**config.mk**
```make
export PLATFORM = sky130hd
export DESIGN_NAME = leaf_i6o5
export DESIGN_NICKNAME = d
export VERILOG_FILES = /design/src/leaf_pkg.sv /design/src/leaf_i6o5.sv /design/src/leaf_packet_tx.sv /design/src/pair_sum_kernel.sv /design/src/leaf_packet_rx.sv /design/src/port_fifo.sv
export SDC_FILE = /design/constraint.sdc
export NUM_CORES = 2
export LEC_CHECK = 0
export BUFFER_PORTS_ARGS = -buffer_cell sky130_fd_sc_hd__buf_2
export CAP_MARGIN = 20
export CORE_ASPECT_RATIO = 1.25
export CORE_MARGIN = 5
export CORE_UTILIZATION = 55
export CTS_CLUSTER_SIZE = 12
export DETAILED_ROUTE_END_ITERATION = 8
export GPL_ROUTABILITY_DRIVEN = 0
export PLACE_DENSITY = 0.8
export SYNTH_ARGS = -nofsm -noshare
export SYNTH_HDL_FRONTEND = slang
export SYNTH_HIERARCHICAL = 1
export SYNTH_SLANG_ARGS = --single-unit
```
**constraint.sdc**
```tcl
create_clock -name clk -period 10.6 [get_ports clk]
set_input_delay 0.53 -clock clk [delete_from_list [all_inputs] [get_ports clk]]
set_output_delay 0.53 -clock clk [all_outputs]
set_load 0.05 [all_outputs]
```
**src/leaf_pkg.sv**
```systemverilog
package leaf_pkg;

    localparam int packet_bits  = 49;
    localparam int payload_bits = 32;
    localparam int leaf_bits    = 5;
    localparam int port_bits    = 4;
    localparam int tag_bits     = 7;   // Tag in data packets, opcode in control packets
    localparam int credit_bits  = 8;

    // Port 0 is the control port, data ports are 1 and up
    localparam int ctrl_port = 0;

    localparam int op_route  = 0;
    localparam int op_credit = 1;

    typedef struct packed {
        logic                    vld;
        logic [leaf_bits-1:0]    leaf;
        logic [port_bits-1:0]    port;
        logic [tag_bits-1:0]     tag;
        logic [payload_bits-1:0] payload;
    } leaf_data_s;

    typedef struct packed {
        logic                   vld;
        logic [leaf_bits-1:0]   leaf;
        logic [port_bits-1:0]   port;
        logic [tag_bits-1:0]    opcode;
        logic [port_bits-1:0]   out_port;    // Output port the update applies to
        logic [leaf_bits-1:0]   dest_leaf;
        logic [port_bits-1:0]   dest_port;
        logic [credit_bits-1:0] amount;
        logic [10:0]            spare;
    } leaf_ctrl_s;

    // Same 49-bit word, seen as data or as control
    typedef union packed {
        leaf_data_s data;
        leaf_ctrl_s ctrl;
    } leaf_packet_u;

endpackage
```
**src/leaf_i6o5.sv**
```systemverilog
module leaf_i6o5 #(
    parameter int num_in_ports  = 6,
    parameter int num_out_ports = 5,
    parameter int fifo_depth    = 8,
    parameter int credit_init   = 4
) (
    input  logic                             clk,
    input  logic                             arst_n,
    input  logic [leaf_pkg::packet_bits-1:0] din,
    output logic [leaf_pkg::packet_bits-1:0] dout,
    input  logic                             resend
);

    localparam int w = leaf_pkg::payload_bits;

    logic [num_in_ports-1:0]            fifo_we;
    logic [w-1:0]                       fifo_wdata;
    logic [num_in_ports*w-1:0]          in_data;
    logic [num_in_ports-1:0]            in_vld;
    logic [num_in_ports-1:0]            in_ack;
    logic [num_out_ports*w-1:0]         out_data;
    logic [num_out_ports-1:0]           out_vld;
    logic [num_out_ports-1:0]           out_ack;
    logic                               route_we;
    logic [leaf_pkg::port_bits-1:0]     route_port;
    logic [leaf_pkg::leaf_bits-1:0]     route_leaf;
    logic [leaf_pkg::port_bits-1:0]     route_dport;
    logic                               credit_we;
    logic [leaf_pkg::port_bits-1:0]     credit_port;
    logic [leaf_pkg::credit_bits-1:0]   credit_amount;

    leaf_packet_rx #(
        .num_in_ports(num_in_ports)
    ) u_rx (
        .clk, .arst_n, .din,
        .fifo_we, .fifo_wdata,
        .route_we, .route_port, .route_leaf, .route_dport,
        .credit_we, .credit_port, .credit_amount
    );

    for (genvar i = 0; i < num_in_ports; i++) begin : g_fifo
        port_fifo #(
            .fifo_depth(fifo_depth)
        ) u_fifo (
            .clk, .arst_n,
            .wr_en(fifo_we[i]), .wr_data(fifo_wdata), .ack(in_ack[i]),
            .data(in_data[i*w +: w]), .vld(in_vld[i]), .full()
        );
    end

    pair_sum_kernel #(
        .num_in_ports(num_in_ports),
        .num_out_ports(num_out_ports)
    ) u_kernel (
        .clk, .arst_n,
        .in_data, .in_vld, .in_ack,
        .out_data, .out_vld, .out_ack
    );

    leaf_packet_tx #(
        .num_out_ports(num_out_ports),
        .credit_init(credit_init)
    ) u_tx (
        .clk, .arst_n, .resend,
        .out_data, .out_vld, .out_ack,
        .route_we, .route_port, .route_leaf, .route_dport,
        .credit_we, .credit_port, .credit_amount,
        .dout
    );

endmodule

```
**src/leaf_packet_tx.sv**
```systemverilog
module leaf_packet_tx #(
    parameter int num_out_ports = 5,
    parameter int credit_init   = 4
) (
    input  logic                                            clk,
    input  logic                                            arst_n,
    input  logic                                            resend,
    input  logic [num_out_ports*leaf_pkg::payload_bits-1:0] out_data,
    input  logic [num_out_ports-1:0]                        out_vld,
    output logic [num_out_ports-1:0]                        out_ack,
    input  logic                                            route_we,
    input  logic [leaf_pkg::port_bits-1:0]                  route_port,
    input  logic [leaf_pkg::leaf_bits-1:0]                  route_leaf,
    input  logic [leaf_pkg::port_bits-1:0]                  route_dport,
    input  logic                                            credit_we,
    input  logic [leaf_pkg::port_bits-1:0]                  credit_port,
    input  logic [leaf_pkg::credit_bits-1:0]                credit_amount,
    output logic [leaf_pkg::packet_bits-1:0]                dout
);

    localparam int w        = leaf_pkg::payload_bits;
    localparam int cb       = leaf_pkg::credit_bits;
    localparam int sel_bits = (num_out_ports > 1) ? $clog2(num_out_ports) : 1;

    logic [num_out_ports-1:0]        route_vld;
    logic [leaf_pkg::leaf_bits-1:0]  tbl_leaf [num_out_ports];
    logic [leaf_pkg::port_bits-1:0]  tbl_port [num_out_ports];
    logic [cb-1:0]                   credit [num_out_ports];
    logic [cb-1:0]                   credit_next [num_out_ports];
    logic [leaf_pkg::tag_bits-1:0]   tag_cnt [num_out_ports];
    logic [num_out_ports-1:0]        eligible;
    logic [sel_bits-1:0]             rr_ptr;
    logic [sel_bits-1:0]             sel;
    logic                            grant;
    leaf_pkg::leaf_packet_u          pkt_d;
    logic [leaf_pkg::packet_bits-1:0] dout_r;

    always_comb begin
        for (int k = 0; k < num_out_ports; k++)
            eligible[k] = out_vld[k] && route_vld[k] && (credit[k] != '0) && !resend;
    end

    // Round robin, first eligible port at or after rr_ptr
    always_comb begin
        int unsigned idx;
        grant = 1'b0;
        sel   = rr_ptr;
        for (int i = num_out_ports - 1; i >= 0; i--) begin
            idx = rr_ptr + i;
            if (idx >= num_out_ports)
                idx = idx - num_out_ports;
            if (eligible[idx]) begin
                grant = 1'b1;
                sel   = sel_bits'(idx);
            end
        end
        for (int k = 0; k < num_out_ports; k++)
            out_ack[k] = grant && (sel == k);
    end

    always_comb begin
        pkt_d.data.vld     = 1'b1;
        pkt_d.data.leaf    = tbl_leaf[sel];
        pkt_d.data.port    = tbl_port[sel];
        pkt_d.data.tag     = tag_cnt[sel];
        pkt_d.data.payload = out_data[sel*w +: w];
    end

    // Saturating credit, refill and spend may land together
    always_comb begin
        logic [cb+1:0] sum;
        for (int k = 0; k < num_out_ports; k++) begin
            sum = {2'b00, credit[k]};
            if (credit_we && credit_port == k)
                sum = sum + credit_amount;
            if (out_ack[k])
                sum = sum - 1'b1;
            credit_next[k] = (sum > {2'b00, {cb{1'b1}}}) ? {cb{1'b1}} : sum[cb-1:0];
        end
    end

    always_ff @(posedge clk or negedge arst_n) begin
        if (!arst_n) begin
            dout_r    <= '0;
            rr_ptr    <= '0;
            route_vld <= '0;
            for (int k = 0; k < num_out_ports; k++) begin
                credit[k]  <= cb'(credit_init);
                tag_cnt[k] <= '0;
            end
        end else begin
            if (!resend)
                dout_r <= grant ? pkt_d : '0;   // Held during resend, goes out again after
            if (grant)
                rr_ptr <= (sel == sel_bits'(num_out_ports - 1)) ? '0 : sel + 1'b1;
            for (int k = 0; k < num_out_ports; k++) begin
                credit[k] <= credit_next[k];
                if (out_ack[k])
                    tag_cnt[k] <= tag_cnt[k] + 1'b1;
                if (route_we && route_port == k)
                    route_vld[k] <= 1'b1;
            end
        end
    end

    always_ff @(posedge clk) begin
        for (int k = 0; k < num_out_ports; k++) begin
            if (route_we && route_port == k) begin
                tbl_leaf[k] <= route_leaf;
                tbl_port[k] <= route_dport;
            end
        end
    end

    assign dout = resend ? '0 : dout_r;

    for (genvar k = 0; k < num_out_ports; k++) begin : g_credit_chk
        // A spent credit must leave a smaller count, never wrap
        assert property (@(posedge clk) disable iff (!arst_n)
            out_ack[k] && !(credit_we && credit_port == k) |=> credit[k] < $past(credit[k]));
    end

endmodule

```
**src/pair_sum_kernel.sv**
```systemverilog
module pair_sum_kernel #(
    parameter int num_in_ports  = 6,
    parameter int num_out_ports = 5
) (
    input  logic                                            clk,
    input  logic                                            arst_n,
    input  logic [num_in_ports*leaf_pkg::payload_bits-1:0]  in_data,
    input  logic [num_in_ports-1:0]                         in_vld,
    output logic [num_in_ports-1:0]                         in_ack,
    output logic [num_out_ports*leaf_pkg::payload_bits-1:0] out_data,
    output logic [num_out_ports-1:0]                        out_vld,
    input  logic [num_out_ports-1:0]                        out_ack
);

    localparam int w = leaf_pkg::payload_bits;

    logic [num_out_ports-1:0] fire;
    logic [num_out_ports-1:0] used_lo;   // Output k already summed head of input k
    logic [num_out_ports-1:0] used_hi;   // Output k already summed head of input k+1
    logic [num_in_ports-1:0]  by_upper;
    logic [num_in_ports-1:0]  by_lower;

    always_comb begin
        for (int k = 0; k < num_out_ports; k++) begin
            fire[k] = in_vld[k] && in_vld[k+1] && !used_lo[k] && !used_hi[k] &&
                      (!out_vld[k] || out_ack[k]);
        end
    end

    // A shared head is popped once both of its outputs have summed it
    assign by_upper = {1'b1, used_lo | fire};
    assign by_lower = {used_hi | fire, 1'b1};
    assign in_ack   = in_vld & by_upper & by_lower;

    always_ff @(posedge clk or negedge arst_n) begin
        if (!arst_n) begin
            out_vld <= '0;
            used_lo <= '0;
            used_hi <= '0;
        end else begin
            used_lo <= (used_lo | fire) & ~in_ack[num_out_ports-1:0];
            used_hi <= (used_hi | fire) & ~in_ack[num_in_ports-1:1];
            for (int k = 0; k < num_out_ports; k++) begin
                if (fire[k])
                    out_vld[k] <= 1'b1;
                else if (out_ack[k])
                    out_vld[k] <= 1'b0;
            end
        end
    end

    always_ff @(posedge clk) begin
        for (int k = 0; k < num_out_ports; k++) begin
            if (fire[k])
                out_data[k*w +: w] <= in_data[k*w +: w] + in_data[(k+1)*w +: w];
        end
    end

endmodule

```
**src/leaf_packet_rx.sv**
```systemverilog
module leaf_packet_rx #(
    parameter int num_in_ports = 6
) (
    input  logic                               clk,
    input  logic                               arst_n,
    input  logic [leaf_pkg::packet_bits-1:0]   din,
    output logic [num_in_ports-1:0]            fifo_we,
    output logic [leaf_pkg::payload_bits-1:0]  fifo_wdata,
    output logic                               route_we,
    output logic [leaf_pkg::port_bits-1:0]     route_port,
    output logic [leaf_pkg::leaf_bits-1:0]     route_leaf,
    output logic [leaf_pkg::port_bits-1:0]     route_dport,
    output logic                               credit_we,
    output logic [leaf_pkg::port_bits-1:0]     credit_port,
    output logic [leaf_pkg::credit_bits-1:0]   credit_amount
);

    leaf_pkg::leaf_packet_u pkt;
    logic                   is_ctrl;
    logic                   data_ok;

    assign pkt     = din;
    assign is_ctrl = pkt.data.vld && (pkt.data.port == leaf_pkg::ctrl_port);
    assign data_ok = pkt.data.vld && (pkt.data.port >= 1) && (pkt.data.port <= num_in_ports);

    // Strobes, one cycle after the packet
    always_ff @(posedge clk or negedge arst_n) begin
        if (!arst_n) begin
            fifo_we   <= '0;
            route_we  <= 1'b0;
            credit_we <= 1'b0;
        end else begin
            fifo_we   <= '0;
            route_we  <= 1'b0;
            credit_we <= 1'b0;
            if (data_ok)
                fifo_we[pkt.data.port - 1] <= 1'b1;   // Port 1 feeds FIFO 0
            if (is_ctrl) begin
                if (pkt.ctrl.opcode == leaf_pkg::op_route)
                    route_we <= 1'b1;
                else if (pkt.ctrl.opcode == leaf_pkg::op_credit)
                    credit_we <= 1'b1;
                // Other opcodes fall through unused
            end
        end
    end

    always_ff @(posedge clk) begin
        fifo_wdata    <= pkt.data.payload;
        route_port    <= pkt.ctrl.out_port;
        route_leaf    <= pkt.ctrl.dest_leaf;
        route_dport   <= pkt.ctrl.dest_port;
        credit_port   <= pkt.ctrl.out_port;
        credit_amount <= pkt.ctrl.amount;
    end

    assert property (@(posedge clk) disable iff (!arst_n) $onehot0(fifo_we));

endmodule

```
**src/port_fifo.sv**
```systemverilog
module port_fifo #(
    parameter int fifo_depth = 8
) (
    input  logic                              clk,
    input  logic                              arst_n,
    input  logic                              wr_en,
    input  logic [leaf_pkg::payload_bits-1:0] wr_data,
    input  logic                              ack,
    output logic [leaf_pkg::payload_bits-1:0] data,
    output logic                              vld,
    output logic                              full
);

    localparam int addr_bits = $clog2(fifo_depth);

    logic [leaf_pkg::payload_bits-1:0] mem [fifo_depth];
    logic [addr_bits-1:0]              wr_ptr;
    logic [addr_bits-1:0]              rd_ptr;
    logic [addr_bits:0]                count;
    logic                              push;
    logic                              pop;

    assign push = wr_en && !full;
    assign pop  = ack && vld;

    assign data = mem[rd_ptr];   // Show-ahead head word
    assign vld  = (count != '0);
    assign full = (count == (addr_bits + 1)'(fifo_depth));

    always_ff @(posedge clk) begin
        if (push)
            mem[wr_ptr] <= wr_data;
    end

    always_ff @(posedge clk or negedge arst_n) begin
        if (!arst_n) begin
            wr_ptr <= '0;
            rd_ptr <= '0;
            count  <= '0;
        end else begin
            if (push)
                wr_ptr <= (wr_ptr == addr_bits'(fifo_depth - 1)) ? '0 : wr_ptr + 1'b1;
            if (pop)
                rd_ptr <= (rd_ptr == addr_bits'(fifo_depth - 1)) ? '0 : rd_ptr + 1'b1;
            if (push && !pop)
                count <= count + 1'b1;
            else if (pop && !push)
                count <= count - 1'b1;
        end
    end

    // Tree side cannot stall, kernel side must wait for vld
    assert property (@(posedge clk) disable iff (!arst_n) !(wr_en && full) && !(ack && !vld));

endmodule

```
==> impl_metrics.json <==
{
  "die-area_um2": 169000,
  "ant_nets": 0,
  "slowest_stage": "dfrtp_1",
  "drv_slew": 0,
  "start_kind": "flip-flop",
  "io_buffers": 95,
  "slew-limit-headroom": 0.280,
  "grt_pass1_vias": 50600,
  "mostFrequentLayoutCells": "edfxtp_1 (1741), mux4_2 (372), ha_1 (264), mux2_2 (219), clkbuf_16 (199)",
  "grt_usage": 0.249,
  "holdWs_ns": 0.0831,
  "crit_required_ns": 11.30,
  "die_w_um": 368,
  "synth_cells": 5179,
  "yosys_warnings": 6,
  "nNetsFinal": 5734,
  "vias": 49600,
  "crit_fanout": 53,
  "synth.avg_cell_area_um2": 17.1,
  "htree_levels": 4,
  "first_iter_violations": 5315,
  "status": "completed",
  "hold_class": "primary input to flip-flop",
  "via_per_inst": 6.51,
  "cts_buffers": 192,
  "clock_tree.buffer_depth": 3,
  "max_freq_mhz": 117,
  "cap_violations": 0,
  "worstSkewPairLatency_ns": 0.83,
  "clock_sinks": 1988,
  "finalWirelength_um": 211000,
  "path_class": "flip-flop to flip-flop",
  "arrival_ns": 9.27,
  "overflow": 0,
  "syn_area_um2": 88300,
  "peakVddDrop_v": 0.000206,
  "crit_top_cell": "ha_1",
  "finalCritPeriodShare": 0.808,
  "r2r-start": "u_tx/rr_ptr[0]$_DFFE_PN0P_",
  "layout_commonest_cell": "edfxtp_1",
  "final-hold-violation-count": 0,
  "initial_core_util": 0.553,
  "first_pass_iters": 6,
  "worstMarginPinSlew_ns": 1.08,
  "power.leakage_nw": 33.0,
  "min_from": "din[42]",
  "chipHeight_um": 458,
  "antenna_found_initial": 10,
  "final.fill_count": 10800,
  "cts_tree": "built",
  "critPathMaxStageDelay_ns": 0.91,
  "skew_ns": 0.0450,
  "setup_violations": 0,
  "io_pins": 101,
  "synth_nets": 5511,
  "grt_max_degree": 92,
  "power_density_nw_per_um2": 224,
  "worstHoldPathCells": 4,
  "coreArea_um2": 160000,
  "clkTransAtPathRegs_ns": 0.06,
  "rsz0062_at_grt": "no",
  "drcViolationCount": 0,
  "syn2layout_area_growth_pct": 10.6,
  "detail_route.wl_per_cell_um": 27.7,
  "reg2reg_depth": 29,
  "hpwl_um": 129000,
  "setup_tns_ns": 0,
  "root_buffer": "clkbuf_16",
  "cts_setup_buffers": 0,
  "drive_above_1_share": 0.216,
  "rows": 164,
  "startpoint": "u_tx/rr_ptr[0]$_DFFE_PN0P_",
  "endpoint_kind": "flip-flop",
  "period_minus_slack_ns": 8.57,
  "grt_first_pass_wirelength_um": 315000
}
stage by stage:
step / instance area (µm²) / worst slack (ns) / util / instances / power, mW
global route: 97600 / 1.47 / 0.611 / 7605 / 22.8
global placement: 91400 / 2.43 / 0.572 / 7239 / 15.2
detailed placement: 91400 / 2.21 / 0.572 / 7239 / 15.4
finish: 97600 / 2.03 / 0.611 / 7606 / 21.9
floorplan: 88300 / 2.77 / - / 5179 / 14.1
CTS: 97500 / 2.18 / 0.610 / 7598 / 21.9
flip-flops by register name, summed over array words and instances, names as in the netlist, 5 cells and up:
name,cells
u_kernel/out_vld,5
u_kernel/used_lo,5
u_tx/route_vld,5
u_tx/tbl_leaf,25
g_fifo.u_fifo/mem,1536
g_fifo.u_fifo/wr_ptr,18
u_tx/credit,40
u_tx/tag_cnt,35
u_tx/dout_r,49
u_rx/fifo_wdata,14
u_rx/fifo_we,6
g_fifo.u_fifo/count,24
u_tx/tbl_port,20
u_kernel/used_hi,5
g_fifo.u_fifo/rd_ptr,18
u_kernel/out_data,160
u_rx/credit_amount,7
critical path: cells and delay by family (launching register included):
| kind | cells | cell delay (ns) |
|---|---|---|
| buffers and inverters | 8 | 2.36 |
| AND/OR/NAND/NOR | 9 | 2.16 |
| flip-flops | 1 | 0.91 |
| adder cells (fa/ha/maj) | 5 | 1.69 |
| AO/OA/AOI/OAI | 7 | 1.27 |
cell type report:
type | count | area, µm² | area share
antenna | 2 | 5.00 | 0.0000513
clock buffer | 296 | 5470 | 0.0561
clock inverter | 25 | 302 | 0.00309
inverter | 88 | 340 | 0.00349
multi-input combinational | 2882 | 28700 | 0.294
sequential | 1988 | 58400 | 0.598
tap | 2075 | 2600 | 0.0266
timing repair buffer | 250 | 1820 | 0.0186
per-layer routing:
layer,share of wire,global-route usage,routed length (µm)
met2,0.51,0.428,107000
met1,0.37,0.311,77400
met4,0.056,0.125,11800
met5,0,0,0
met3,0.071,0.0351,15100
timing repair:
action / CTS / global route
gates resized for setup: 0 / 0
hold buffers: 38 / 0
hold endpoints to repair: 123 / 0
report_power, final:
group / switching (mW) / total, mW / internal (mW)
clock network: 2.81 / 6.41 / 3.60
logic: 3.40 / 6.16 / 2.76
registers: 0.333 / 9.30 / 8.96
worst paths after layout:
kind                                                     endpoint  slack (ns)
max                         g_fifo[3].u_fifo/count[3]$_DFFE_PN0P_        2.03
min                                     u_rx/fifo_we[3]$_DFF_PN0_        0.08
max reg2reg                 g_fifo[3].u_fifo/count[3]$_DFFE_PN0P_        2.03
min reg2reg                         u_tx/route_vld[3]$_DFFE_PN0P_        0.47
max in group asynchronous  g_fifo[5].u_fifo/rd_ptr[0]$_DFFE_PN0P_        8.73
min in group asynchronous               u_tx/credit[24]$_DFF_PN0_        0.33
Note: power is estimated with default switching activity, not from simulation.
